<file path="config.mk">
export PLATFORM = sky130hd
export DESIGN_NAME = wadj_csr
export DESIGN_NICKNAME = d
export VERILOG_FILES = /design/src/logic/csr_pkg.sv /design/src/logic/wadj_csr.sv
export SDC_FILE = /design/constraint.sdc
export NUM_CORES = 1
export LEC_CHECK = 0
export BUFFER_PORTS_ARGS = -buffer_cell sky130_fd_sc_hd__buf_2
export CAP_MARGIN = 5
export CORE_MARGIN = 1
export CORE_UTILIZATION = 48
export DETAILED_ROUTE_END_ITERATION = 16
export GPL_TIMING_DRIVEN = 0
export PLACE_DENSITY = 0.84
export SETUP_SLACK_MARGIN = 0.4
export SYNTH_ARGS = -nofsm -noshare
export SYNTH_HDL_FRONTEND = slang
export SYNTH_SLANG_ARGS = --single-unit
</file>
<file path="constraint.sdc">
create_clock -name clk -period 3.3 [get_ports clk]
set_input_delay 0.66 -clock clk [delete_from_list [all_inputs] [get_ports clk]]
set_output_delay 0.66 -clock clk [all_outputs]
set_load 0.02 [all_outputs]
</file>
<file path="src/logic/csr_pkg.sv">
// register map and bus widths
`default_nettype none

package csr_pkg;

   localparam int CSR_ADDR_W = 8;
   localparam int CSR_DATA_W = 32;

   // word addresses
   localparam logic [CSR_ADDR_W-1:0] ADDR_PAUSE_EN  = 8'h00;
   localparam logic [CSR_ADDR_W-1:0] ADDR_PAUSE_THR = 8'h01;
   // read only
   localparam logic [CSR_ADDR_W-1:0] ADDR_FIFO_LVL  = 8'h02;

   typedef struct packed {
      logic        pause_en;
      logic [15:0] pause_thr;
   } cfg_t;

endpackage

`default_nettype wire

</file>
<file path="src/logic/wadj_csr.sv">
// configuration registers
`timescale 1ns/1ps
`default_nettype none

module wadj_csr
   (
    input  var logic                             clk
   ,input  var logic                             rst
   ,input  var logic [csr_pkg::CSR_ADDR_W-1:0]   csr_addr_i
   ,input  var logic                             csr_read_i
   ,input  var logic                             csr_write_i
   ,input  var logic [csr_pkg::CSR_DATA_W-1:0]   csr_wdata_i
   ,input  var logic [csr_pkg::CSR_DATA_W/8-1:0] csr_byteen_i
   ,input  var logic [15:0]                      level_i
   ,output var logic [csr_pkg::CSR_DATA_W-1:0]   csr_rdata_o
   ,output var logic                             csr_readdata_valid_o
   ,output var logic                             rx_pause_o
   );
   import csr_pkg::*;

   cfg_t                  cfg_q;
   logic [CSR_DATA_W-1:0] rdata_nxt;
   logic [CSR_DATA_W-1:0] rdata_q;
   logic                  rvalid_q;
   logic                  pause_q;

   //----------------------------------------------------------------------
   // register writes, per byte lane
   //----------------------------------------------------------------------
   always_ff @(posedge clk) begin
      if (rst) begin
         cfg_q <= '0;
      end else if (csr_write_i) begin
         if (csr_addr_i == ADDR_PAUSE_EN && csr_byteen_i[0]) begin
            cfg_q.pause_en <= csr_wdata_i[0];
         end
         if (csr_addr_i == ADDR_PAUSE_THR) begin
            if (csr_byteen_i[0]) begin
               cfg_q.pause_thr[7:0] <= csr_wdata_i[7:0];
            end
            if (csr_byteen_i[1]) begin
               cfg_q.pause_thr[15:8] <= csr_wdata_i[15:8];
            end
         end
      end
   end

   // read mux, unmapped addresses return zero
   always_comb begin
      rdata_nxt = '0;
      case (csr_addr_i)
         ADDR_PAUSE_EN:  rdata_nxt[0]    = cfg_q.pause_en;
         ADDR_PAUSE_THR: rdata_nxt[15:0] = cfg_q.pause_thr;
         ADDR_FIFO_LVL:  rdata_nxt[15:0] = level_i;
         default:        rdata_nxt       = '0;
      endcase
   end

   always_ff @(posedge clk) begin
      if (rst) begin
         rvalid_q <= 1'b0;
         pause_q  <= 1'b0;
      end else begin
         rvalid_q <= csr_read_i;
         pause_q  <= cfg_q.pause_en && (level_i > cfg_q.pause_thr);
      end
      if (csr_read_i) begin
         rdata_q <= rdata_nxt;
      end
   end

   assign csr_rdata_o          = rdata_q;
   assign csr_readdata_valid_o = rvalid_q;
   assign rx_pause_o           = pause_q;

endmodule

`default_nettype wire

</file>
* After elaboration in Yosys (flattened, before gate mapping)
Index checks and enable logic that the tools add are counted.
** Storage, ports and cells
- Memories :: 0
- Latch bits :: 0
- Input port bits :: 64
- ROM bits :: 0
- Word-level logic and storage cells :: 17
- Register bits :: 35
- Memory bits (writable) :: 0
** Operators by class
- $add $sub $neg :: 0
- Equal/unequal tests :: 2
- Shift operators :: 0
- Magnitude comparators :: 1
- Bitwise gates (word level) :: 0
- Divide/modulo/power cells :: 0
- Multiplexer cells :: 2
- $mul :: 0
- Reduce and logical (&&, ||, !) cells :: 6
** Operators with widths (count)
- one-hot mux 15 bit (2 select lines) :: 1
- greater-than comparator 16 bit :: 1
- == test 8 x 1 -> 1 bit, second input constant :: 1
- == test 8 x 2 -> 1 bit, second input constant :: 1
- logical NOT 8 bit :: 1
- AND reduction 3 bit :: 2
- one-hot mux 1 bit (3 select lines) :: 1
- logical AND 1 bit :: 2
- AND reduction 2 bit :: 1

* Depth between registers and ports, before layout
- Depth in word-level cells :: 3
- Gate-level depth with buffers :: 7

* Worst setup path before layout
OpenSTA, ideal clock, no wires.
- Path type :: input to register
- Start :: input port csr_addr_i[7] (netlist bit)
- End :: register cfg_q[10] (netlist bit)
- Library setup time :: 0.128 ns
- Data required time :: 3.172 ns
- Cell stages on the path :: 6
- Arrival :: 1.903 ns
- Path slack :: 1.269 ns
- Path through :: nor4_2 nor4b_4 and3_1 buf_6 mux2i_1 nor2_1
** Between the ends
- Cells in the longest elaborated chain, start to end :: 2
** RTL lines
- from (decl) :: RTL line wadj_csr.sv:9 : ,input var logic [csr_pkg::CSR_ADDR_W-1:0] csr_addr_i
- == test 8 x 1 -> 1 bit :: RTL line wadj_csr.sv:37 : if (csr_addr_i == ADDR_PAUSE_THR) begin
- AND reduction 3 bit (no line)
- to (decl) :: RTL line wadj_csr.sv:21 : cfg_t cfg_q;
Every way passes these cells.
A chain may end at the register's enable or synchronous reset.

* Worst setup path in the final report
- Start :: input port csr_addr_i[7] (netlist bit)
- End :: register cfg_q[9] (netlist bit)
The elaborated chain is that of the path after synthesis.

==> flow_summary.toml <==
[outcome]
status = "completed"

[clock_network]
cts_buffers = 5
holdBufCountCts = 0
htree_levels = 2
clk_pin_slew_worst_paths_ns = 0.07
clock-root-buffer = "clkbuf_8"
post_cts_buffers = 0
insertion_delay_ns = 0.30
cts_tree = "yes"
post_cts_resized = 0
cts.path.max_buffers = 2
cts_num_sinks = 35

[timing]
finalSetupViolCount = 0
clock_skew_ns = 0.00664
timing.final.crit_share = 0.636
grt_setup_unrepaired = "no"
hold_viol = 0
timing.fmax_mhz = 477
post-route-min-period_ns = 2.10
whs_ns = 0.497
timing.setup.tns_ns = 0
drv_slew = 0

[synthesis]
synth_edf_count = 16
ys_seq_elements = 35
synth_top_area_share = 0.253
netlist_top_cells_area = "edfxtp_1, dfxtp_1, ha_1"
synth-seq-area-share = 0.453
yosys.area.top_type = "edfxtp_1"
avgSynthCellArea_um2 = 10.7
yosysUniqueCellTypes = 30
syn_inst = 177
synth_flop_cell = "dfxtp_1"
async_reset_ff_frac = 0
synth_area_um2 = 1900
yosysWarnings = 0

[floorplan]
start_util = 0.511
coreArea_um2 = 3720
die_area_um2 = 4220
boundaryPins = 98
fp-row-count = 22
die_y_um = 64.9
fp.dieW_um = 64.9

[critical_path]
crit_path_end_kind = "register"
startpoint_type = "input pin"
r2r-end = "rx_pause_o"
critPathKind = "in -> reg"
r2r_slack_ns = 1.46
reg2reg_depth = 7
arrival_ns = 2.26
cpPeakStageDelay_ns = 0.47
cp.buffers_inverters = 2
worstPathMaxFanout = 8
r2r_start = "cfg_q[1]"
slowest_stage = "nor4b_4"
cp_top_family = "simple AND/OR/NAND/NOR gates"
path_cells = "buf_2 > nor4_2 > nor4b_4 > and3_1 > buf_6 > mux2i_1 > nor2_1"
worstPathRequired_ns = 3.46

[layout]
final_util = 0.663
nets = 341
drive_gt1_frac = 0.347
area_growth_pct = 29.6
antenna_cells = 0

[flow_run]
maxCapViolations = 0

[grt]
antenna_found_initial = 0
grt_pass1_vias = 1350
grt_max_degree = 18
grt_pass1_wl_um = 5900
overflow = 0
gr-usage-all-layers = 0.192

[power]
leakage_nw = 1.12
power.density_nw_per_um2 = 425
ir_drop_v = 0.000327

[hold_path]
min_path_cells = 1
hold_class = "reg -> reg"
hold-path-endpoint = "rx_pause_o"
min_from = "cfg_q[16]"

[placed_design]
place_congestion = 0.883
dp_hpwl_um = 2990
portBuffers = 62

[drt]
ant_nets = 0
viasPerCell = 4.89
firstDrtPassIters = 4
post-route-drc-count = 0
vias = 1516
drt_iter0_drc = 96
wirelength_um = 3760
post_drt_wl_per_cell_um = 12.1
[where the power goes]
group          internal (mW)  leakage [nW]  switching, mW
combinational         0.0538         0.753         0.0722
sequential             0.463         0.306        0.00200
clock                  0.301        0.0644          0.155
total                  0.818          1.12          0.229
[cell type report]
type	instances	area, um2
Buffer	21	146
Clock buffer	5	68.8
Clock inverter	3	67.6
Fill cell	314	1250
Inverter	18	67.6
Multi-Input combinational cell	118	882
Sequential cell	35	861
Tap cell	48	60.1
Timing Repair Buffer	62	310
[worst reg2reg max path, delay by kind of cell, from the launching register on]
kind            cells  cell delay [ns]
simple gates        2             0.45
compound gates      3             0.58
buf+inv             1             0.05
fa+ha+maj           1             0.29
flops               1             0.37
[kinds of logic after synthesis]
family | share of synthesized area
simple gates | 0.122
buf+inv | 0.113
flops | 0.453
compound gates | 0.111
mux | 0.0948
fa+ha+maj | 0.105
other cells | 0.00197
[metal layers]
metal	global-route usage	wire length [um]	up-vias
met1	0.235	1550	681
met3	0.0405	307	10
li1	-	-	769
met5	0	0	-
met2	0.314	1810	56
met4	0.100	95	0
[cells in the mapped netlist (2+ instances only)]
library cell,instances
a21oi_1,6
a22o_1,15
buf_4,16
clkbuf_1,3
dfxtp_1,19
edfxtp_1,16
ha_1,16
inv_1,18
mux2i_1,18
nand2_1,5
nand3_1,2
nand4_1,4
nor2_1,19
nor2b_1,2
nor4_1,2
o211ai_1,2
[cells in the final DEF, fill, tap and decap left out, types with 6 or more instances in the layout]
master	synthesis	routed
conb_1	1	16
nor2_1	19	19
inv_1	18	18
edfxtp_1	16	16
a21oi_1	6	6
mux2i_1	18	18
buf_2	0	62
dfxtp_1	19	19
a22o_1	15	15
buf_4	16	16
ha_1	16	16
[sequential cells by signal, indices dropped and copies added, names as in the netlist]
name	flops
csr_readdata_valid_o	1
cfg_q	17
rx_pause_o	1
csr_rdata_o	16
[per-stage QoR]
| stage | power [mW] | setup slack, ns | cells | instance area [um2] |
|---|---|---|---|---|
| after floorplan | 0.548 | 1.27 | 192 | 1960 |
| after global placement | 0.597 | 0.930 | 302 | 2330 |
| after detailed placement | 0.599 | 0.913 | 302 | 2330 |
| after CTS | 1.05 | 1.20 | 310 | 2460 |
| after global routing | 1.08 | 1.01 | 310 | 2460 |
| final | 1.05 | 1.20 | 310 | 2460 |
[worst max path at each step]
stage | from | endpoint | slack [ns] | cells after the start
finish | csr_addr_i[7] | cfg_q[9] | 1.20 | 7
global route | csr_addr_i[7] | csr_rdata_o[11] | 1.01 | 6
CTS | csr_addr_i[7] | csr_rdata_o[7] | 1.20 | 6
detailed placement | csr_addr_i[7] | csr_rdata_o[6] | 0.91 | 6
global placement | csr_addr_i[7] | csr_rdata_o[6] | 0.93 | 6
floorplan | csr_addr_i[7] | cfg_q[10] | 1.27 | 6
Power figures use the tool's default switching activity.
