`src/logic/seg_pkg.sv`:
```
// segment and beat types
`default_nettype none

package seg_pkg;

   localparam int SEG_DATA_W = 64;
   localparam int SEG_KEEP_W = SEG_DATA_W/8;
   localparam int TID_W      = 3;
   localparam int MD_W       = 8;

   // output beats per packet marked as header
   localparam int HDR_BEATS  = 2;
   // slots kept free below full before ingress ready drops
   localparam int WM_MARGIN  = 4;

   // one 64-bit segment with its sideband
   typedef struct packed {
      logic [SEG_DATA_W-1:0] data;
      logic [SEG_KEEP_W-1:0] keep;
      logic [TID_W-1:0]      tid;
      logic                  err;
      logic                  last_seg;
   } seg_t;

   // ingress beat as stored in the FIFO
   typedef struct packed {
      seg_t            seg;
      logic            tlast;
      logic [MD_W-1:0] md;
   } igr_beat_t;

   typedef struct packed {
      logic sop;
      logic eop;
      logic hdr_segment;
      logic payld_segment;
   } seg_info_t;

endpackage

`default_nettype wire

```
`src/logic/seg_gather_ctrl.sv`:
```
// segment gather control
`timescale 1ns/1ps
`default_nettype none

module seg_gather_ctrl
  #(parameter int ENUM_SEG = 4
   )
   (
    input  var logic                     clk
   ,input  var logic                     rst
   ,input  var seg_pkg::igr_beat_t       head_i
   ,input  var logic                     empty_i
   ,input  var logic                     load_ready_i
   ,output var logic                     pop_o
   ,output var seg_pkg::seg_t            seg_o
   ,output var logic [ENUM_SEG-1:0]      lane_we_o
   ,output var logic                     start_o
   ,output var logic                     close_o
   ,output var logic [seg_pkg::MD_W-1:0] sop_md_o
   ,output var logic                     tlast_o
   );
   import seg_pkg::*;

   localparam int CNT_W = (ENUM_SEG > 1) ? $clog2(ENUM_SEG) : 1;
   localparam logic [CNT_W-1:0] LAST_LANE = CNT_W'(ENUM_SEG-1);

   logic [CNT_W-1:0] lane_cnt_q;
   logic             first_q;
   logic             pend_q;
   logic             closing;
   logic [MD_W-1:0]  md_q;
   logic             tlast_q;

   //----------------------------------------------------------------------
   // pop and lane steering
   //----------------------------------------------------------------------
   always_comb begin
      // a closed beat still waiting blocks further pops
      pop_o     = !empty_i && (!pend_q || load_ready_i);
      closing   = pop_o && ((lane_cnt_q == LAST_LANE) || head_i.tlast);
      lane_we_o = pop_o ? (ENUM_SEG'(1) << lane_cnt_q) : '0;
      start_o   = pop_o && (lane_cnt_q == '0);
      close_o   = pend_q && load_ready_i;
      seg_o     = head_i.seg;
      sop_md_o  = md_q;
      tlast_o   = tlast_q;
   end

   always_ff @(posedge clk) begin
      if (rst) begin
         lane_cnt_q <= '0;
         first_q    <= 1'b1;
         pend_q     <= 1'b0;
      end else begin
         if (closing) begin
            lane_cnt_q <= '0;
         end else if (pop_o) begin
            lane_cnt_q <= lane_cnt_q + 1'b1;
         end
         if (pop_o) begin
            first_q <= head_i.tlast;
         end
         if (closing) begin
            pend_q <= 1'b1;
         end else if (load_ready_i) begin
            pend_q <= 1'b0;
         end
      end
   end

   // metadata of the packet's first beat, tlast of the closing beat
   always_ff @(posedge clk) begin
      if (pop_o && first_q) begin
         md_q <= head_i.md;
      end
      if (closing) begin
         tlast_q <= head_i.tlast;
      end
   end

endmodule

`default_nettype wire

```
`config.mk`:
```
export PLATFORM = sky130hd
export DESIGN_NAME = seg_gather_ctrl
export DESIGN_NICKNAME = d
export VERILOG_FILES = /design/src/logic/seg_pkg.sv /design/src/logic/seg_gather_ctrl.sv
export SDC_FILE = /design/constraint.sdc
export NUM_CORES = 1
export LEC_CHECK = 0
export ABC_AREA = 1
export BUFFER_PORTS_ARGS = -buffer_cell sky130_fd_sc_hd__buf_2
export CAP_MARGIN = 25
export CORE_MARGIN = 5
export CORE_UTILIZATION = 31
export CTS_CLUSTER_DIAMETER = 40
export CTS_CLUSTER_SIZE = 16
export DETAILED_ROUTE_END_ITERATION = 12
export GPL_ROUTABILITY_DRIVEN = 0
export PLACE_DENSITY = 0.86
export REMOVE_ABC_BUFFERS = 1
export SYNTH_ARGS = -nofsm -noshare
export SYNTH_HDL_FRONTEND = slang
export SYNTH_SLANG_ARGS = --single-unit
export TNS_END_PERCENT = 20
```
`constraint.sdc`:
```
create_clock -name clk -period 3.4 [get_ports clk]
set_input_delay 0.17 -clock clk [delete_from_list [all_inputs] [get_ports clk]]
set_output_delay 0.17 -clock clk [all_outputs]
set_load 0.02 [all_outputs]
```
== Word level (Yosys, flattened, before mapping) ==
Cells that the tools add are included.

* Flip-flop bits (word level): 13
* Output and inout port bits: 93
* Bits of input ports: 90

* Reductions and logical operators: 12
* Mux-type cells: 3
* Add/sub/neg operators: 1
* Equal/unequal tests: 1
* Shift-type cells: 1

{| class="wikitable"
|+ Operators by type and width
! kind !! number
|-
| 1-bit logical AND || 5
|-
| 4-bit 2-to-1 mux || 1
|-
| 1-bit by 2-bit << shifter with 4-bit output, first input constant || 1
|-
| 2-bit by 1-bit adder with 2-bit output, second input constant || 1
|-
| 2-bit equality test, second input constant || 1
|-
| 1-bit zero test || 2
|-
| 2-bit zero test || 1
|-
| 1-bit logical OR || 2
|-
| 1-bit 2-to-1 mux || 2
|-
| 2-bit nonzero test || 1
|-
| 2-bit OR reduction || 1
|}

== Longest topological paths before layout ==
* Depth in word-level cells: 5
* Gate-level depth with buffers: 7

== Worst setup path before layout ==
OpenSTA, ideal clock, no wires.

* Path kind: reg2out
* Start: register lane_cnt_q[0]
* End: output port lane_we_o[0]
* Buffers on the path: 1
* Data arrival time: 1.127 ns
* Cell stages (with the launch flop): 6
* Slack: 2.103 ns
* Cell sequence: dfxtp_1 -> inv_1 -> ha_1 -> inv_1 -> nor2_1 -> buf_4

* Cells in the longest elaborated chain, start to end: 2

{| class="wikitable"
|+ RTL lines
! element !! line !! RTL
|-
| from (decl) || seg_gather_ctrl.sv:27 || <nowiki>logic [CNT_W-1:0] lane_cnt_q;</nowiki>
|-
| from (signal assigned) || seg_gather_ctrl.sv:58 || <nowiki>lane_cnt_q <= lane_cnt_q + 1'b1;</nowiki>
|-
| 1-bit by 2-bit << shifter with 4-bit output || seg_gather_ctrl.sv:41 || <nowiki>lane_we_o = pop_o ? (ENUM_SEG'(1) << lane_cnt_q) : '0;</nowiki>
|-
| 4-bit 2-to-1 mux || seg_gather_ctrl.sv:41 ||
|-
| to (decl) || seg_gather_ctrl.sv:16 || <nowiki>,output var logic [ENUM_SEG-1:0] lane_we_o</nowiki>
|}

Every way passes these cells.

== Worst setup path after layout ==
* Start: register pend_q
* End: register md_q[6] (netlist: sop_md_o[6]) (enable)

* Cells in the longest elaborated chain, start to end: 4

{| class="wikitable"
|+ RTL lines
! element !! line !! RTL
|-
| from (decl) || seg_gather_ctrl.sv:29 || <nowiki>logic pend_q;</nowiki>
|-
| from (signal assigned) || seg_gather_ctrl.sv:53 || <nowiki>pend_q <= 1'b0;</nowiki>
|-
| from (signal assigned) || seg_gather_ctrl.sv:64 || <nowiki>pend_q <= 1'b1;</nowiki>
|-
| from (signal assigned) || seg_gather_ctrl.sv:66 || <nowiki>pend_q <= 1'b0;</nowiki>
|-
| 1-bit zero test || seg_gather_ctrl.sv:39 || <nowiki>pop_o = !empty_i && (!pend_q || load_ready_i);</nowiki>
|-
| 1-bit logical OR || seg_gather_ctrl.sv:39 ||
|-
| 1-bit logical AND || seg_gather_ctrl.sv:39 ||
|-
| 1-bit logical AND || seg_gather_ctrl.sv:73 || <nowiki>if (pop_o && first_q) begin</nowiki>
|-
| to (signal assigned) || seg_gather_ctrl.sv:74 || <nowiki>md_q <= head_i.md;</nowiki>
|-
| to (decl) || seg_gather_ctrl.sv:31 || <nowiki>logic [MD_W-1:0] md_q;</nowiki>
|}

Every way passes these cells.
A chain may end at the register's enable or synchronous reset.

==> summary.txt <==
Worst hold path
  – Hold Crit Start: rst
  – Hold crit path type: in -> reg

Yosys
  – Mapped cell area: about 1200 sq um
  – Syn Inst Count: ~130
  – Cell variety after synth: 15
  – Ys Warns: 0
  – Post-Syn Area per Cell: between 8 and 9 sq um
  – Top post-synthesis cells by area: buf_4, edfxtp_1, dfxtp_1, inv_1, ha_1
  – Leading area contributor after synthesis: buf_4
  – Area share of the largest cell type after synthesis: 0.500
  – Synth Register Bits: 13
  – Sequential area share after synthesis: 0.299

Clock tree
  – Root buf cell: clkbuf_8
  – CTS Buf Count: 3
  – Post-CTS Hold Buffers: 0
  – Clock slew at reported path FFs: 0.05 ns
  – CTS Buffer Depth: 2
  – Worst-skew pair later-pin latency: about 0.24 ns
  – Setup bufs post-CTS: 0
  – H-Tree Depth: 1
  – CTS sink cnt: 13
  – # resized after CTS: 0
  – CTS tree: yes

Setup path
  – Req. time, crit path: between 3 and 4 ns
  – CP Capture Type: flip-flop
  – Startpoint Class: flip-flop
  – CP peak stage delay: between 0.5 and 0.6 ns
  – Crit Path Class: reg -> reg
  – Reg2reg start: pend_q$_SDFFE_PP0P_
  – Critical path, cell by cell: nand2_4 -> nand2_8 -> nor2_1
  – Critical path arrival: approximately 1.3 ns
  – Max FO, Critical Path: 10
  – Critical-path top delay cell: nor2_1
  – Crit path from: pend_q$_SDFFE_PP0P_

STA
  – Worst-margin pin slew: 0.646 ns
  – RSZ-0062 raised after global routing: false
  – Clock Skew: between 0.006 and 0.007 ns
  – Fmax: 0.706 GHz
  – Final setup fails: 0
  – Final Hold Fails: 0
  – Max-slew violation total from the final report: 0
  – Final min period: about 1.4 ns
  – Slew margin rel.: 0.568
  – Setup tns final: 0 ns
  – Final period util: 0.417

Route
  – Post-route ant nets: 0
  – Routed vias: 610
  – Drt total wl: about 7.9 mm
  – Per-cell routed wire length: between 50 and 60 microns
  – DRT Pass-1 Iters: 4
  – DRC violations left: 0
  – Vias/cell: 4.52
  – Iteration-0 DRC count of the detailed router: 31

Layout
  – Final nets: around 180
  – Fin util: 0.227
  – P&R area growth vs syn: -29.1%
  – Finished Layout Cells: about 140
  – Layout cells sized above 1: 0.437
  – Finished Cell Area: just over 800 sq um
  – Antenna diodes: 0

Floorplan
  – CORE AREA: between 3000 and 4000 sq um
  – Ports: between 150 and 200
  – Std cell rows: 22
  – Starting density of the core: 0.320
  – Die footprint: slightly above 5000 sq um
  – Die height: 71.5 microns
  – Chip Width: about 70 microns

Global routing
  – Total grt overflow: 0
  – Number of global-route vias before repair: 602
  – First-pass GRT wire length: 9.03 mm
  – Initial antenna violation count: 0
  – Gr usage total: 0.299
  – Largest net degree at the start of global routing: 11

Placed design
  – Detail Placement HPWL: between 7 and 8 mm
  – # placed instances: around 130
  – Placed Area: 786 sq um
  – Input/output buffers: 28

Pwr
  – Leakage Power: 0.424 nW
  – Pwr/cell area: around 450 nW/um^2
  – Worst vdd ir: approximately 0.00014 V

Run
  – Max cap viols: 0

Status
  – Status: finished, final reports clean
## synth_stat cells, drive strengths merged
| cell type | count |
|---|---|
| a21oi | 1 |
| buf | 78 |
| dfxtp | 4 |
| edfxtp | 9 |
| ha | 4 |
| inv | 16 |
| nand2 | 10 |
| nand3 | 3 |
| nor2 | 7 |
| o211ai | 1 |
## placed cells by master (no fill, tap or decap)
cell,synthesis,final
dfxtp_1,4,4
inv_1,14,14
nand3_2,1,1
a21oi_1,1,1
nor2_1,7,7
edfxtp_1,9,9
nand2_2,2,2
clkbuf_1,0,1
buf_2,0,28
nand2_4,1,1
inv_2,2,2
nand2_1,6,6
o211ai_1,1,1
clkbuf_8,0,3
nand2_8,1,1
ha_1,4,4
nand3_1,2,2
## worst max-delay path, delay by kind of cell, from the launching register on
kind / cells / cell delay [ns]
flops: 1 / 0.33
simple gates: 3 / 0.71
## where the power goes
group          total [mW]  switching [mW]  internal [mW]
clock network       0.131          0.0486         0.0823
logic              0.0584          0.0381         0.0203
registers           0.185         0.00449          0.181
## worst paths after layout
kind,end,slack (ns),cells past startpoint
worst max register to register,sop_md_o[6]$_DFFE_PP_,1.98,3
worst max-delay path,sop_md_o[6]$_DFFE_PP_,1.98,3
worst min register to register,first_q$_SDFFE_PP1P_,0.49,2
worst min-delay path,pend_q$_SDFFE_PP0P_,0.10,2
## registers in the layout, summed over array words and instances (netlist names)
register and count:
first_q 1, lane_cnt_q 2, pend_q 1, sop_md_o 8, tlast_o 1
## layer usage
layer	wire [microns]	global-route usage
met3	2650	0.485
met4	347	0.0919
met5	32	0.0404
met1	553	0.0579
met2	4330	0.579
## final cells by class
cell class | count | area (sq um)
well taps | 48 | 60.1
multi-input cells | 26 | 175
inverters | 16 | 60.1
repair buffers | 28 | 140
fillers | 407 | 2830
flip-flops and latches | 13 | 350
clock buffers | 4 | 45.0
## metrics by stage
step	hold slack, ns	setup slack, ns	power (mW)
CTS	0.0994	2.00	0.378
floorplan	0.239	2.11	0.224
global route	0.102	1.89	0.394
global placement	0.340	2.05	0.246
finish	0.103	1.98	0.375
detailed placement	0.340	2.01	0.247
## logic make-up after synthesis
family,after synthesis,synth area share
simple gates,20,0.0962
fa+ha+maj,4,0.0427
flops,13,0.299
buf+inv,94,0.551
compound gates,2,0.0107
(Power assumes the default switching activity.)
