[src/logic/seg_pkg.sv]
// segment and beat types
`default_nettype none

package seg_pkg;

   localparam int SEG_DATA_W = 64;
   localparam int SEG_KEEP_W = SEG_DATA_W/8;
   localparam int TID_W      = 3;
   localparam int MD_W       = 8;

   // output beats per packet marked as header
   localparam int HDR_BEATS  = 2;
   // slots kept free below full before ingress ready drops
   localparam int WM_MARGIN  = 4;

   // one 64-bit segment with its sideband
   typedef struct packed {
      logic [SEG_DATA_W-1:0] data;
      logic [SEG_KEEP_W-1:0] keep;
      logic [TID_W-1:0]      tid;
      logic                  err;
      logic                  last_seg;
   } seg_t;

   // ingress beat as stored in the FIFO
   typedef struct packed {
      seg_t            seg;
      logic            tlast;
      logic [MD_W-1:0] md;
   } igr_beat_t;

   typedef struct packed {
      logic sop;
      logic eop;
      logic hdr_segment;
      logic payld_segment;
   } seg_info_t;

endpackage

`default_nettype wire

[src/logic/seg_lane.sv]
// egress segment slot
`timescale 1ns/1ps
`default_nettype none

module seg_lane
   (
    input  var logic          clk
   ,input  var logic          rst
   ,input  var logic          we_i
   ,input  var logic          clear_i
   ,input  var seg_pkg::seg_t seg_i
   ,output var seg_pkg::seg_t seg_o
   );
   import seg_pkg::*;

   seg_t seg_q;

   always_ff @(posedge clk) begin
      if (rst) begin
         seg_q <= '0;
      end else if (we_i) begin
         seg_q <= seg_i;
      end else if (clear_i) begin
         // empty slot of a new beat, tid left as is
         seg_q.data     <= '0;
         seg_q.keep     <= '0;
         seg_q.err      <= 1'b0;
         seg_q.last_seg <= 1'b0;
      end
   end

   assign seg_o = seg_q;

endmodule

`default_nettype wire

[config.mk]
export PLATFORM = sky130hd
export DESIGN_NAME = seg_lane
export DESIGN_NICKNAME = d
export VERILOG_FILES = /design/src/logic/seg_pkg.sv /design/src/logic/seg_lane.sv
export SDC_FILE = /design/constraint.sdc
export NUM_CORES = 1
export LEC_CHECK = 0
export BUFFER_PORTS_ARGS = -buffer_cell sky130_fd_sc_hd__clkbuf_2
export CORE_MARGIN = 2
export CORE_UTILIZATION = 43
export CTS_CLUSTER_DIAMETER = 40
export DETAILED_ROUTE_END_ITERATION = 7
export PLACE_DENSITY = 0.83
export SYNTH_ARGS = -nofsm -noshare
export SYNTH_HDL_FRONTEND = slang
export SYNTH_SLANG_ARGS = --single-unit
[constraint.sdc]
create_clock -name clk -period 0.9 [get_ports clk]
set_input_delay 0.09 -clock clk [delete_from_list [all_inputs] [get_ports clk]]
set_output_delay 0.09 -clock clk [all_outputs]
set_load 0.02 [all_outputs]
# Yosys cells after proc, flatten, opt, wreduce, memory -nomap -nowiden
# Cells that the tools add are included.
dict set report totals {
  reg_bits 77
  input_bits 81
  output_inout_bits 77
  elab_cells 10
}
dict set report op_classes {
  muxes 4
  reduce_logical 1
}
# cell n
set ops {}
lappend ops {{$mux W72} 2}
lappend ops {{$mux W2} 2}
lappend ops {{$reduce_bool A2 Y1} 1}

# Logic depth before layout (Yosys ltp)
# Gate-level depths: netlist (run 1).
dict set report logic_depth {
  depth_word 2
  depth_mapped 5
  mapped_depth_nobuf 2
}

# Worst setup path before layout (run 1)
# Ideal clock, no wire load.
dict set report synth_path {
  path_kind {input to register}
  startpoint {input rst}
  endpoint {register seg_q, in the netlist seg_o[13]}
  setup_time_ns 0.089
  t_arrival_ns 0.878
  path_slack_ns -0.066
  stages 5
  path_buffers 3
  path_cell_list {clkbuf_1 > or2_1 > buf_6 > buf_6 > o32ai_2}
}
# element line_no
set synth_rtl {}
lappend synth_rtl {{start: declaration} seg_lane.sv:8} ;# ,input var logic rst
lappend synth_rtl {{end signal: assignment} seg_lane.sv:22} ;# seg_q <= seg_i;
lappend synth_rtl {{end: declaration} seg_lane.sv:16} ;# seg_t seg_q;

==> impl_metrics.toml, run 1 <==
[place]
dp_hpwl_microns = 6190
io_buffers = 157
dp.cells = 589
gp_congestion = 0.780
place_area_sq_um = 4510
dp_slack_ps = -191

[yosys]
synth_area_leaders = "dfxtp_1 (44%), o32ai_2 (32%), nand2_1 (7.9%), inv_1 (7.8%), buf_6 (2.6%)"
syn_area_sq_um = 3520
syn_inst = 340
yosys_warnings = 0
syn_avg_cell_area_sq_um = 10.4
synth_top_area_share_pct = 43.8
synth_nets = 421
synth_seq_cells = 77
synth_seq_area_share_pct = 43.8
yosysTopAreaCell = "dfxtp_1"
yosysUniqueCellTypes = 14

[power_and_ir_drop]
irDropWorstVdd_mv = 0.925
seqPwrFrac_pct = 42.6
swShare_pct = 26.2
intPower_mw = 6.55
p_per_area_nw_per_um2 = 1430
power_leakage_nw = 2.57
power_frac_clock_pct = 35.0
p_switching_mw = 2.33
finalPower_mw = 8.88
p_comb_share_pct = 22.4

[floorplan]
io-pin-count = 158
die_h_microns = 94.5
die_area_sq_um = 8930
die_w_microns = 94.5
coreArea_sq_um = 8090
rows = 33
start_util_pct = 43.5

[routing]
wire_per_inst_microns = 16.9
num_vias = 3361
dr.pass1.iters = 4
drcViolationCount = 0
ant_nets = 0
drt_iter0_drc = 122
routed_wirelength_microns = 11300
vias_per_cell = 5.02

[outcome]
violations = "negative setup slack"
run_status = "complete, but fails checks"

[layout]
drive_gt1_share_pct = 63.9
largest_register_ffs = 77
stdcell_count = 669
finalInstanceArea_sq_um = 6210
mostFrequentLayoutCell = "clkbuf_2"
fin_nets = 638
layout-area-overhead-vs-synth_pct = 76.3
final_cell_mix = "clkbuf_2 (78), buf_8 (76), dfxtp_2 (76)"

[timing]
setup_ws_ps = -49.1
min_period_ps = 949
fmax_mhz = 1050
hold_viol = 0
tightest_slew_ps = 490
finalClockSkew_ps = 0
rsz0062_at_grt = "yes"
layout_worst_path_cycle_share_pct = 105
slew_headroom_pct = 67.3
slew_violations = 0
finalSetupViolCount = 9

[setup_path]
worst-r2r-setup-slack_ps = -50
critical_path_class = "reg -> reg"
r2r_start = "seg_o[75]"
crit_fanout = 2
arrival_ps = 1210
r2r_cells = 2
worstPathRequired_ps = 1160
r2r-end = "seg_o[75]"
crit_path_end_kind = "flop"
cp-start-kind = "flop"

[grt]
gr-usage-all-layers_pct = 24.0
antenna_found_initial = 1
grt_pass1_vias = 3500
grt_pass1_wl_microns = 16500
grt_max_degree = 33
globalRouteOverflowTotal = 0

[clock_network]
clock-sinks = 77
clk_pin_slew_ps = 80
cts-root-buf = "clkbuf_8"
clk_latency_ps = 330
htree_levels = 3
cts_buffer_depth = 2
cts_tree = "done"
cts_inserted_buffers = 9

[hold_path]
min_path_type = "in -> reg"
holdCritStartpoint = "seg_i[8]"
whs_path_depth = 3
min_to = "seg_o[8]"

[run]
drv_cap = 0
==> power by group through the flow <==
stage	Clock, mW	Combinational (mW)	Sequential, mW
final	3.11	1.99	3.78
after global routing	3.32	2.11	3.80
after CTS	3.17	1.85	3.73
after detailed placement	0	1.41	3.75
after global placement	0	1.37	3.74
after floorplan	0	0.679	3.95
==> final cells by class <==
cell class	count	area, sq um
antenna	2	5.00
clock buffer	13	179
sequential	77	1640
tap	105	131
inverter	73	274
fill	485	1880
timing repair buffer	240	2400
multi-input combinational	156	1510
clock inverter	3	65.1
==> worst max-delay path by stage <==
stage                      endpoint  cells past startpoint  slack, ps      start
final                     seg_o[75]                      2        -50  seg_o[75]
after global routing      seg_o[75]                      2        -90  seg_o[75]
after CTS                 seg_o[12]                      1        -40  seg_o[12]
after detailed placement  seg_o[12]                      4       -190        rst
after global placement    seg_o[46]                      4        -90        rst
after floorplan           seg_o[23]                      5        -60        rst
==> per-layer routing <==
layer,up-vias,global-route usage (%),part of all wire [%]
met2,148,46.5,57
met5,-,0,0
li1,1581,-,-
met3,39,6.38,5.8
met4,0,13.0,4.2
met1,1593,22.7,33
==> cell families after synthesis <==
| logic type | Yosys count | synth area share [%] |
|---|---|---|
| buffers and inverters | 107 | 13.6 |
| AOI/OAI and AO/OA | 74 | 33.2 |
| DFF | 77 | 43.8 |
| muxes | 3 | 0.852 |
| and+or+nand+nor | 79 | 8.63 |
==> critical path, stage by stage (launching register included) <==
cell and delay (ps):
dfxtp_4 360, or3b_4 370, a21oi_2 150
==> Yosys cell counts <==
| master | count |
|---|---|
| buf_2 | 10 |
| buf_4 | 1 |
| o32ai_1 | 3 |
| clkbuf_1 | 15 |
| or3b_1 | 1 |
| mux2i_1 | 3 |
| dfxtp_1 | 77 |
| o32ai_2 | 70 |
| a21oi_1 | 1 |
| or2_1 | 1 |
| inv_1 | 73 |
| nand2_1 | 74 |
| buf_6 | 8 |
| nor2_1 | 3 |
==> per-stage QoR <==
step / util, % / TNS (ps) / hold WS [ps]
6_report: 76.8 / -101 / 14.6
3_3_place_gp: 55.7 / -5160 / 323
4_1_cts: 74.6 / -1520 / 0.0732
2_1_floorplan: - / -4190 / 223
3_5_place_dp: 55.7 / -7170 / 327
5_1_grt: 76.7 / -2070 / 3.09
==> timing repair <==
| action | CTS | global route |
|---|---|---|
| endpoints found under the setup margin | 77 | 78 |
| hold buffers | 45 | 2 |
| pin swaps | 0 | 1 |
| buffers inserted | 8 | 7 |
| endpoints found under the hold margin | 45 | 2 |
| resized for setup | 230 | 78 |
No activity file was read; power rests on OpenSTA's default activity.
==> run 2, diff against run 1 <==
--- a/config.mk
+++ b/config.mk
@@ -5,12 +5,14 @@
 export SDC_FILE = /design/constraint.sdc
 export NUM_CORES = 1
 export LEC_CHECK = 0
+export ABC_CLOCK_PERIOD_IN_PS = 900
 export BUFFER_PORTS_ARGS = -buffer_cell sky130_fd_sc_hd__clkbuf_2
 export CORE_MARGIN = 2
 export CORE_UTILIZATION = 43
 export CTS_CLUSTER_DIAMETER = 40
 export DETAILED_ROUTE_END_ITERATION = 7
 export PLACE_DENSITY = 0.83
+export RECOVER_POWER = 100
 export SYNTH_ARGS = -nofsm -noshare
 export SYNTH_HDL_FRONTEND = slang
 export SYNTH_SLANG_ARGS = --single-unit
==> impl_metrics.toml, run 2 (synthesis gave the netlist of run 1 again) <==
[place]
gp_congestion = 0.780
dp_slack_ps = -191
dp_hpwl_microns = 6190
dp.cells = 589
place_area_sq_um = 4510
io_buffers = 157

[routing]
dr.pass1.iters = 4
ant_nets = 0
num_vias = 3361
routed_wirelength_microns = 11300
drcViolationCount = 0
vias_per_cell = 5.02
drt_iter0_drc = 122
wire_per_inst_microns = 16.9

[layout]
final_cell_mix = "clkbuf_2 (78), buf_8 (76), nand2_1 (74), dfxtp_2 (74), inv_1 (73)"
layout-area-overhead-vs-synth_pct = 76.2
fin_nets = 638
utilization_pct = 76.7
stdcell_count = 669
finalInstanceArea_sq_um = 6210
drive_gt1_share_pct = 63.5
largest_register_ffs = 77
mostFrequentLayoutCell = "clkbuf_2"

[timing]
setup_ws_ps = -49.1
rsz0062_at_grt = "yes"
whs_ps = 14.6
min_period_ps = 949
layout_worst_path_cycle_share_pct = 105
fmax_mhz = 1050
finalSetupViolCount = 9
tns_ps = -101
hold_viol = 0
tightest_slew_ps = 490
slew_violations = 0
slew_headroom_pct = 67.3
finalClockSkew_ps = 0

[setup_path]
critical_path_class = "reg -> reg"
crit_path_end_kind = "flop"
arrival_ps = 1210
cp-start-kind = "flop"
crit_fanout = 2
r2r_cells = 2
worstPathRequired_ps = 1160

[floorplan]
coreArea_sq_um = 8090
die_w_microns = 94.5
die_h_microns = 94.5
die_area_sq_um = 8930
start_util_pct = 43.5
io-pin-count = 158
rows = 33

[outcome]
run_status = "complete, but fails checks"
violations = "negative setup slack"

[power_and_ir_drop]
irDropWorstVdd_mv = 0.925
p_comb_share_pct = 22.4
intPower_mw = 6.55
power_frac_clock_pct = 35.0
power_leakage_nw = 2.57
finalPower_mw = 8.88
seqPwrFrac_pct = 42.6
p_switching_mw = 2.33
p_per_area_nw_per_um2 = 1430
swShare_pct = 26.2

[clock_network]
clock-sinks = 77
clk_latency_ps = 330
cts-root-buf = "clkbuf_8"
clk_pin_slew_ps = 80
cts_tree = "done"
cts_inserted_buffers = 9
htree_levels = 3
cts_buffer_depth = 2

[grt]
grt_pass1_wl_microns = 16500
globalRouteOverflowTotal = 0
antenna_found_initial = 1
gr-usage-all-layers_pct = 24.0
grt_max_degree = 33
grt_pass1_vias = 3500

[run]
drv_cap = 0

[hold_path]
min_path_type = "in -> reg"
whs_path_depth = 3
==> run 2: worst paths after layout <==
check,slack (ps),to,start
setup / recovery,-50,seg_o[75],seg_o[75]
hold / removal,10,seg_o[8],seg_i[8]
setup reg to reg,-50,seg_o[75],seg_o[75]
hold reg to reg,490,seg_o[73],seg_o[73]
==> run 2: timing repair <==
action                     in CTS  in global routing
buffers inserted                8                  7
pin swaps                       0                  1
resized for setup             230                 78
hold buffers                   45                  2
setup endpoints to repair      77                 78
hold endpoints to repair       45                  2
==> run 2: power groups by stage <==
| stage | Sequential, mW | Clock (mW) | Combinational, mW |
|---|---|---|---|
| global placement | 3.74 | 0 | 1.37 |
| global route | 3.79 | 3.32 | 2.11 |
| detailed placement | 3.75 | 0 | 1.41 |
| CTS | 3.73 | 3.17 | 1.85 |
| finish | 3.78 | 3.11 | 1.99 |
| floorplan | 3.95 | 0 | 0.679 |
==> run 2: area by class of cell <==
type,instances,area (sq um)
clock buffer,13,179
antenna,2,5.00
multi-input combinational,156,1510
clock inverter,3,65.1
fill,487,1880
sequential,77,1640
timing repair buffer,240,2400
tap,105,131
inverter,73,274
==> run 2: metal layers <==
metal  vias up  wire (microns)  GRT usage (%)  part of all wire [%]
met5         -               0              0                     0
li1       1581               -              -                     -
met1      1593            3720           22.7                    33
met4         0             479           13.0                   4.2
met3        39             656           6.38                   5.8
met2       148            6450           46.5                    57
==> run 2: critical path, cell delays in order, from the launching register on <==
cell and delay, ps:
dfxtp_4 360, or3b_4 370, a21oi_2 150
==> run 3, diff against run 2 <==
--- a/config.mk
+++ b/config.mk
@@ -5,13 +5,14 @@
 export SDC_FILE = /design/constraint.sdc
 export NUM_CORES = 1
 export LEC_CHECK = 0
+export ABC_AREA = 1
 export ABC_CLOCK_PERIOD_IN_PS = 900
 export BUFFER_PORTS_ARGS = -buffer_cell sky130_fd_sc_hd__clkbuf_2
 export CORE_MARGIN = 2
-export CORE_UTILIZATION = 43
+export CORE_UTILIZATION = 39
 export CTS_CLUSTER_DIAMETER = 40
 export DETAILED_ROUTE_END_ITERATION = 7
-export PLACE_DENSITY = 0.83
+export PLACE_DENSITY = 0.82
 export RECOVER_POWER = 100
 export SYNTH_ARGS = -nofsm -noshare
 export SYNTH_HDL_FRONTEND = slang
==> impl_metrics.toml, run 3 <==
[routing]
drcViolationCount = 0
dr.pass1.iters = 4
routed_wirelength_microns = 11800
drt_iter0_drc = 118
ant_nets = 0
vias_per_cell = 5.16
num_vias = 3508
wire_per_inst_microns = 17.3

[power_and_ir_drop]
p_switching_mw = 2.12
power_leakage_nw = 2.56
irDropWorstVdd_mv = 1.31
p_comb_share_pct = 19.6
power_frac_clock_pct = 37.5
swShare_pct = 24.1
seqPwrFrac_pct = 42.9
intPower_mw = 6.67
finalPower_mw = 8.79
p_per_area_nw_per_um2 = 1550

[setup_path]
worstPathRequired_ps = 810
crit_fanout = 2
cp-start-kind = "flop"
cp_cell_sequence = "buf_8"
arrival_ps = 830
critPathSlowestCell = "dfxtp_4"
cp_num_buf_inv = 1
critPathMaxStageDelay_ps = 360
critical_path_class = "reg -> out"
cpLargestDelayFamily = "flip-flops"
crit_path_end_kind = "primary output"

[layout]
fin_nets = 676
finalInstanceArea_sq_um = 5680
final_cell_mix = "nand2_1 (154), clkbuf_2 (80), a21oi_1 (77), buf_8 (77)"
layout-area-overhead-vs-synth_pct = 111
largest_register_ffs = 77
drive_gt1_share_pct = 48.5
diodes = 0
utilization_pct = 84.5
mostFrequentLayoutCell = "nand2_1"
stdcell_count = 680

[timing]
whs_ps = 6.80
hold_viol = 0
slew_violations = 0
fmax_mhz = 1090
min_period_ps = 921
rsz0062_at_grt = "yes"
finalClockSkew_ps = 0
tns_ps = -178
slew_headroom_pct = 85.1
finalSetupViolCount = 28
setup_ws_ps = -20.8
tightest_slew_ps = 223
layout_worst_path_cycle_share_pct = 102

[grt]
gr-usage-all-layers_pct = 28.1
antenna_found_initial = 0
globalRouteOverflowTotal = 0
grt_pass1_vias = 3485
grt_max_degree = 43
grt_pass1_wl_microns = 16300

[yosys]
synthMuxAreaShare_pct = 0
syn_area_sq_um = 2690
synth_area_leaders = "dfxtp_1 (57%), nand2_1 (22%), a21oi_1 (14%), buf_6 (2.9%), buf_2 (1.5%)"
synth_top_family_by_area = "simple AND/OR/NAND/NOR gates"
syn_avg_cell_area_sq_um = 8.00
synth_common_cells = "nand2_1 (154), a21oi_1 (77), dfxtp_1 (77)"
syn_inst = 336
yosysUniqueCellTypes = 9
synth_seq_cells = 77
async_reset_ff_share_pct = 0
synthXorXnorAreaFrac_pct = 0
synthFlopType = "dfxtp_1"
synth-compound-area-share_pct = 14.3
yosysMostFrequentCell = "nand2_1"
yosys_warnings = 0
synth-edff-count = 0
yosysTopAreaCell = "dfxtp_1"
synthAdderAreaFrac_pct = 0
synth_nets = 417
synth-simple-area-share_pct = 21.9
synth_seq_area_share_pct = 57.4
synth_top_area_share_pct = 57.4

[clock_network]
cts_tree = "done"
htree_levels = 3
cts-root-buf = "clkbuf_8"
clk_latency_ps = 330
clk_pin_slew_ps = 80
clock-sinks = 77
cts_buffer_depth = 2
cts_inserted_buffers = 9

[outcome]
run_status = "complete, but fails checks"
violations = "negative setup slack"

[place]
gp_congestion = 0.712
dp_slack_ps = -20.6
place_area_sq_um = 3590
dp.cells = 562
io_buffers = 157
dp_hpwl_microns = 4960

[floorplan]
rows = 30
coreArea_sq_um = 6720
io-pin-count = 158
die_area_sq_um = 7570
start_util_pct = 40.0
die_w_microns = 87.0
die_h_microns = 87.0

[hold_path]
min_path_type = "in -> reg"

[run]
drv_cap = 0
[run 3: changes by cell type after synthesis, moves of 2 or more]
cell and delta:
o32ai_1 -3, buf_2 -2, a21oi_1 +76, clkbuf_1 -6
nand2_1 +80, mux2i_1 -3, nor2_1 -3, inv_1 -72
o32ai_2 -70
[run 3: repair_timing]
item	4_1_cts	5_1_grt
buffers inserted	8	18
endpoints found under the hold margin	76	0
setup endpoints to repair	77	77
gates resized for setup	230	78
hold buffers	76	0
[run 3: final timing paths]
path	start	depth (start not counted)	end	slack, ps
max	seg_o[40]	1	seg_o[40]	-20
min	seg_i[27]	3	seg_o[27]	7
min reg2reg	seg_o[26]	2	seg_o[26]	480
max reg2reg	seg_o[53]	4	seg_o[53]	60
[run 3: kinds of logic after synthesis]
kind of cell | after synthesis
AND/OR/NAND/NOR | 155
flip-flops | 77
buffers and inverters | 27
AO/OA/AOI/OAI | 77
[run 3: cell type report]
class | instances | area (sq um)
clock inverters | 3 | 90.1
well taps | 80 | 100
flip-flops and latches | 77 | 1640
multi-input cells | 232 | 975
clock buffers | 13 | 169
inverters | 1 | 3.75
repair buffers | 274 | 2700
fillers | 341 | 1040
[run 3: metal layers]
layer,vias up,part of all wire [%],track usage [%]
li1,1584,-,-
met1,1648,33,25.4
met2,207,55,53.2
met3,69,6.3,8.06
met4,0,5.9,18.9
met5,-,0,0
[run 3: power groups by stage]
stage	Sequential (mW)	Combinational, mW	Clock [mW]
3_3_place_gp	3.73	0.972	0
6_report	3.77	1.73	3.29
5_1_grt	3.78	1.82	3.49
4_1_cts	3.71	1.51	3.33
3_5_place_dp	3.73	0.990	0
2_1_floorplan	3.93	0.342	0
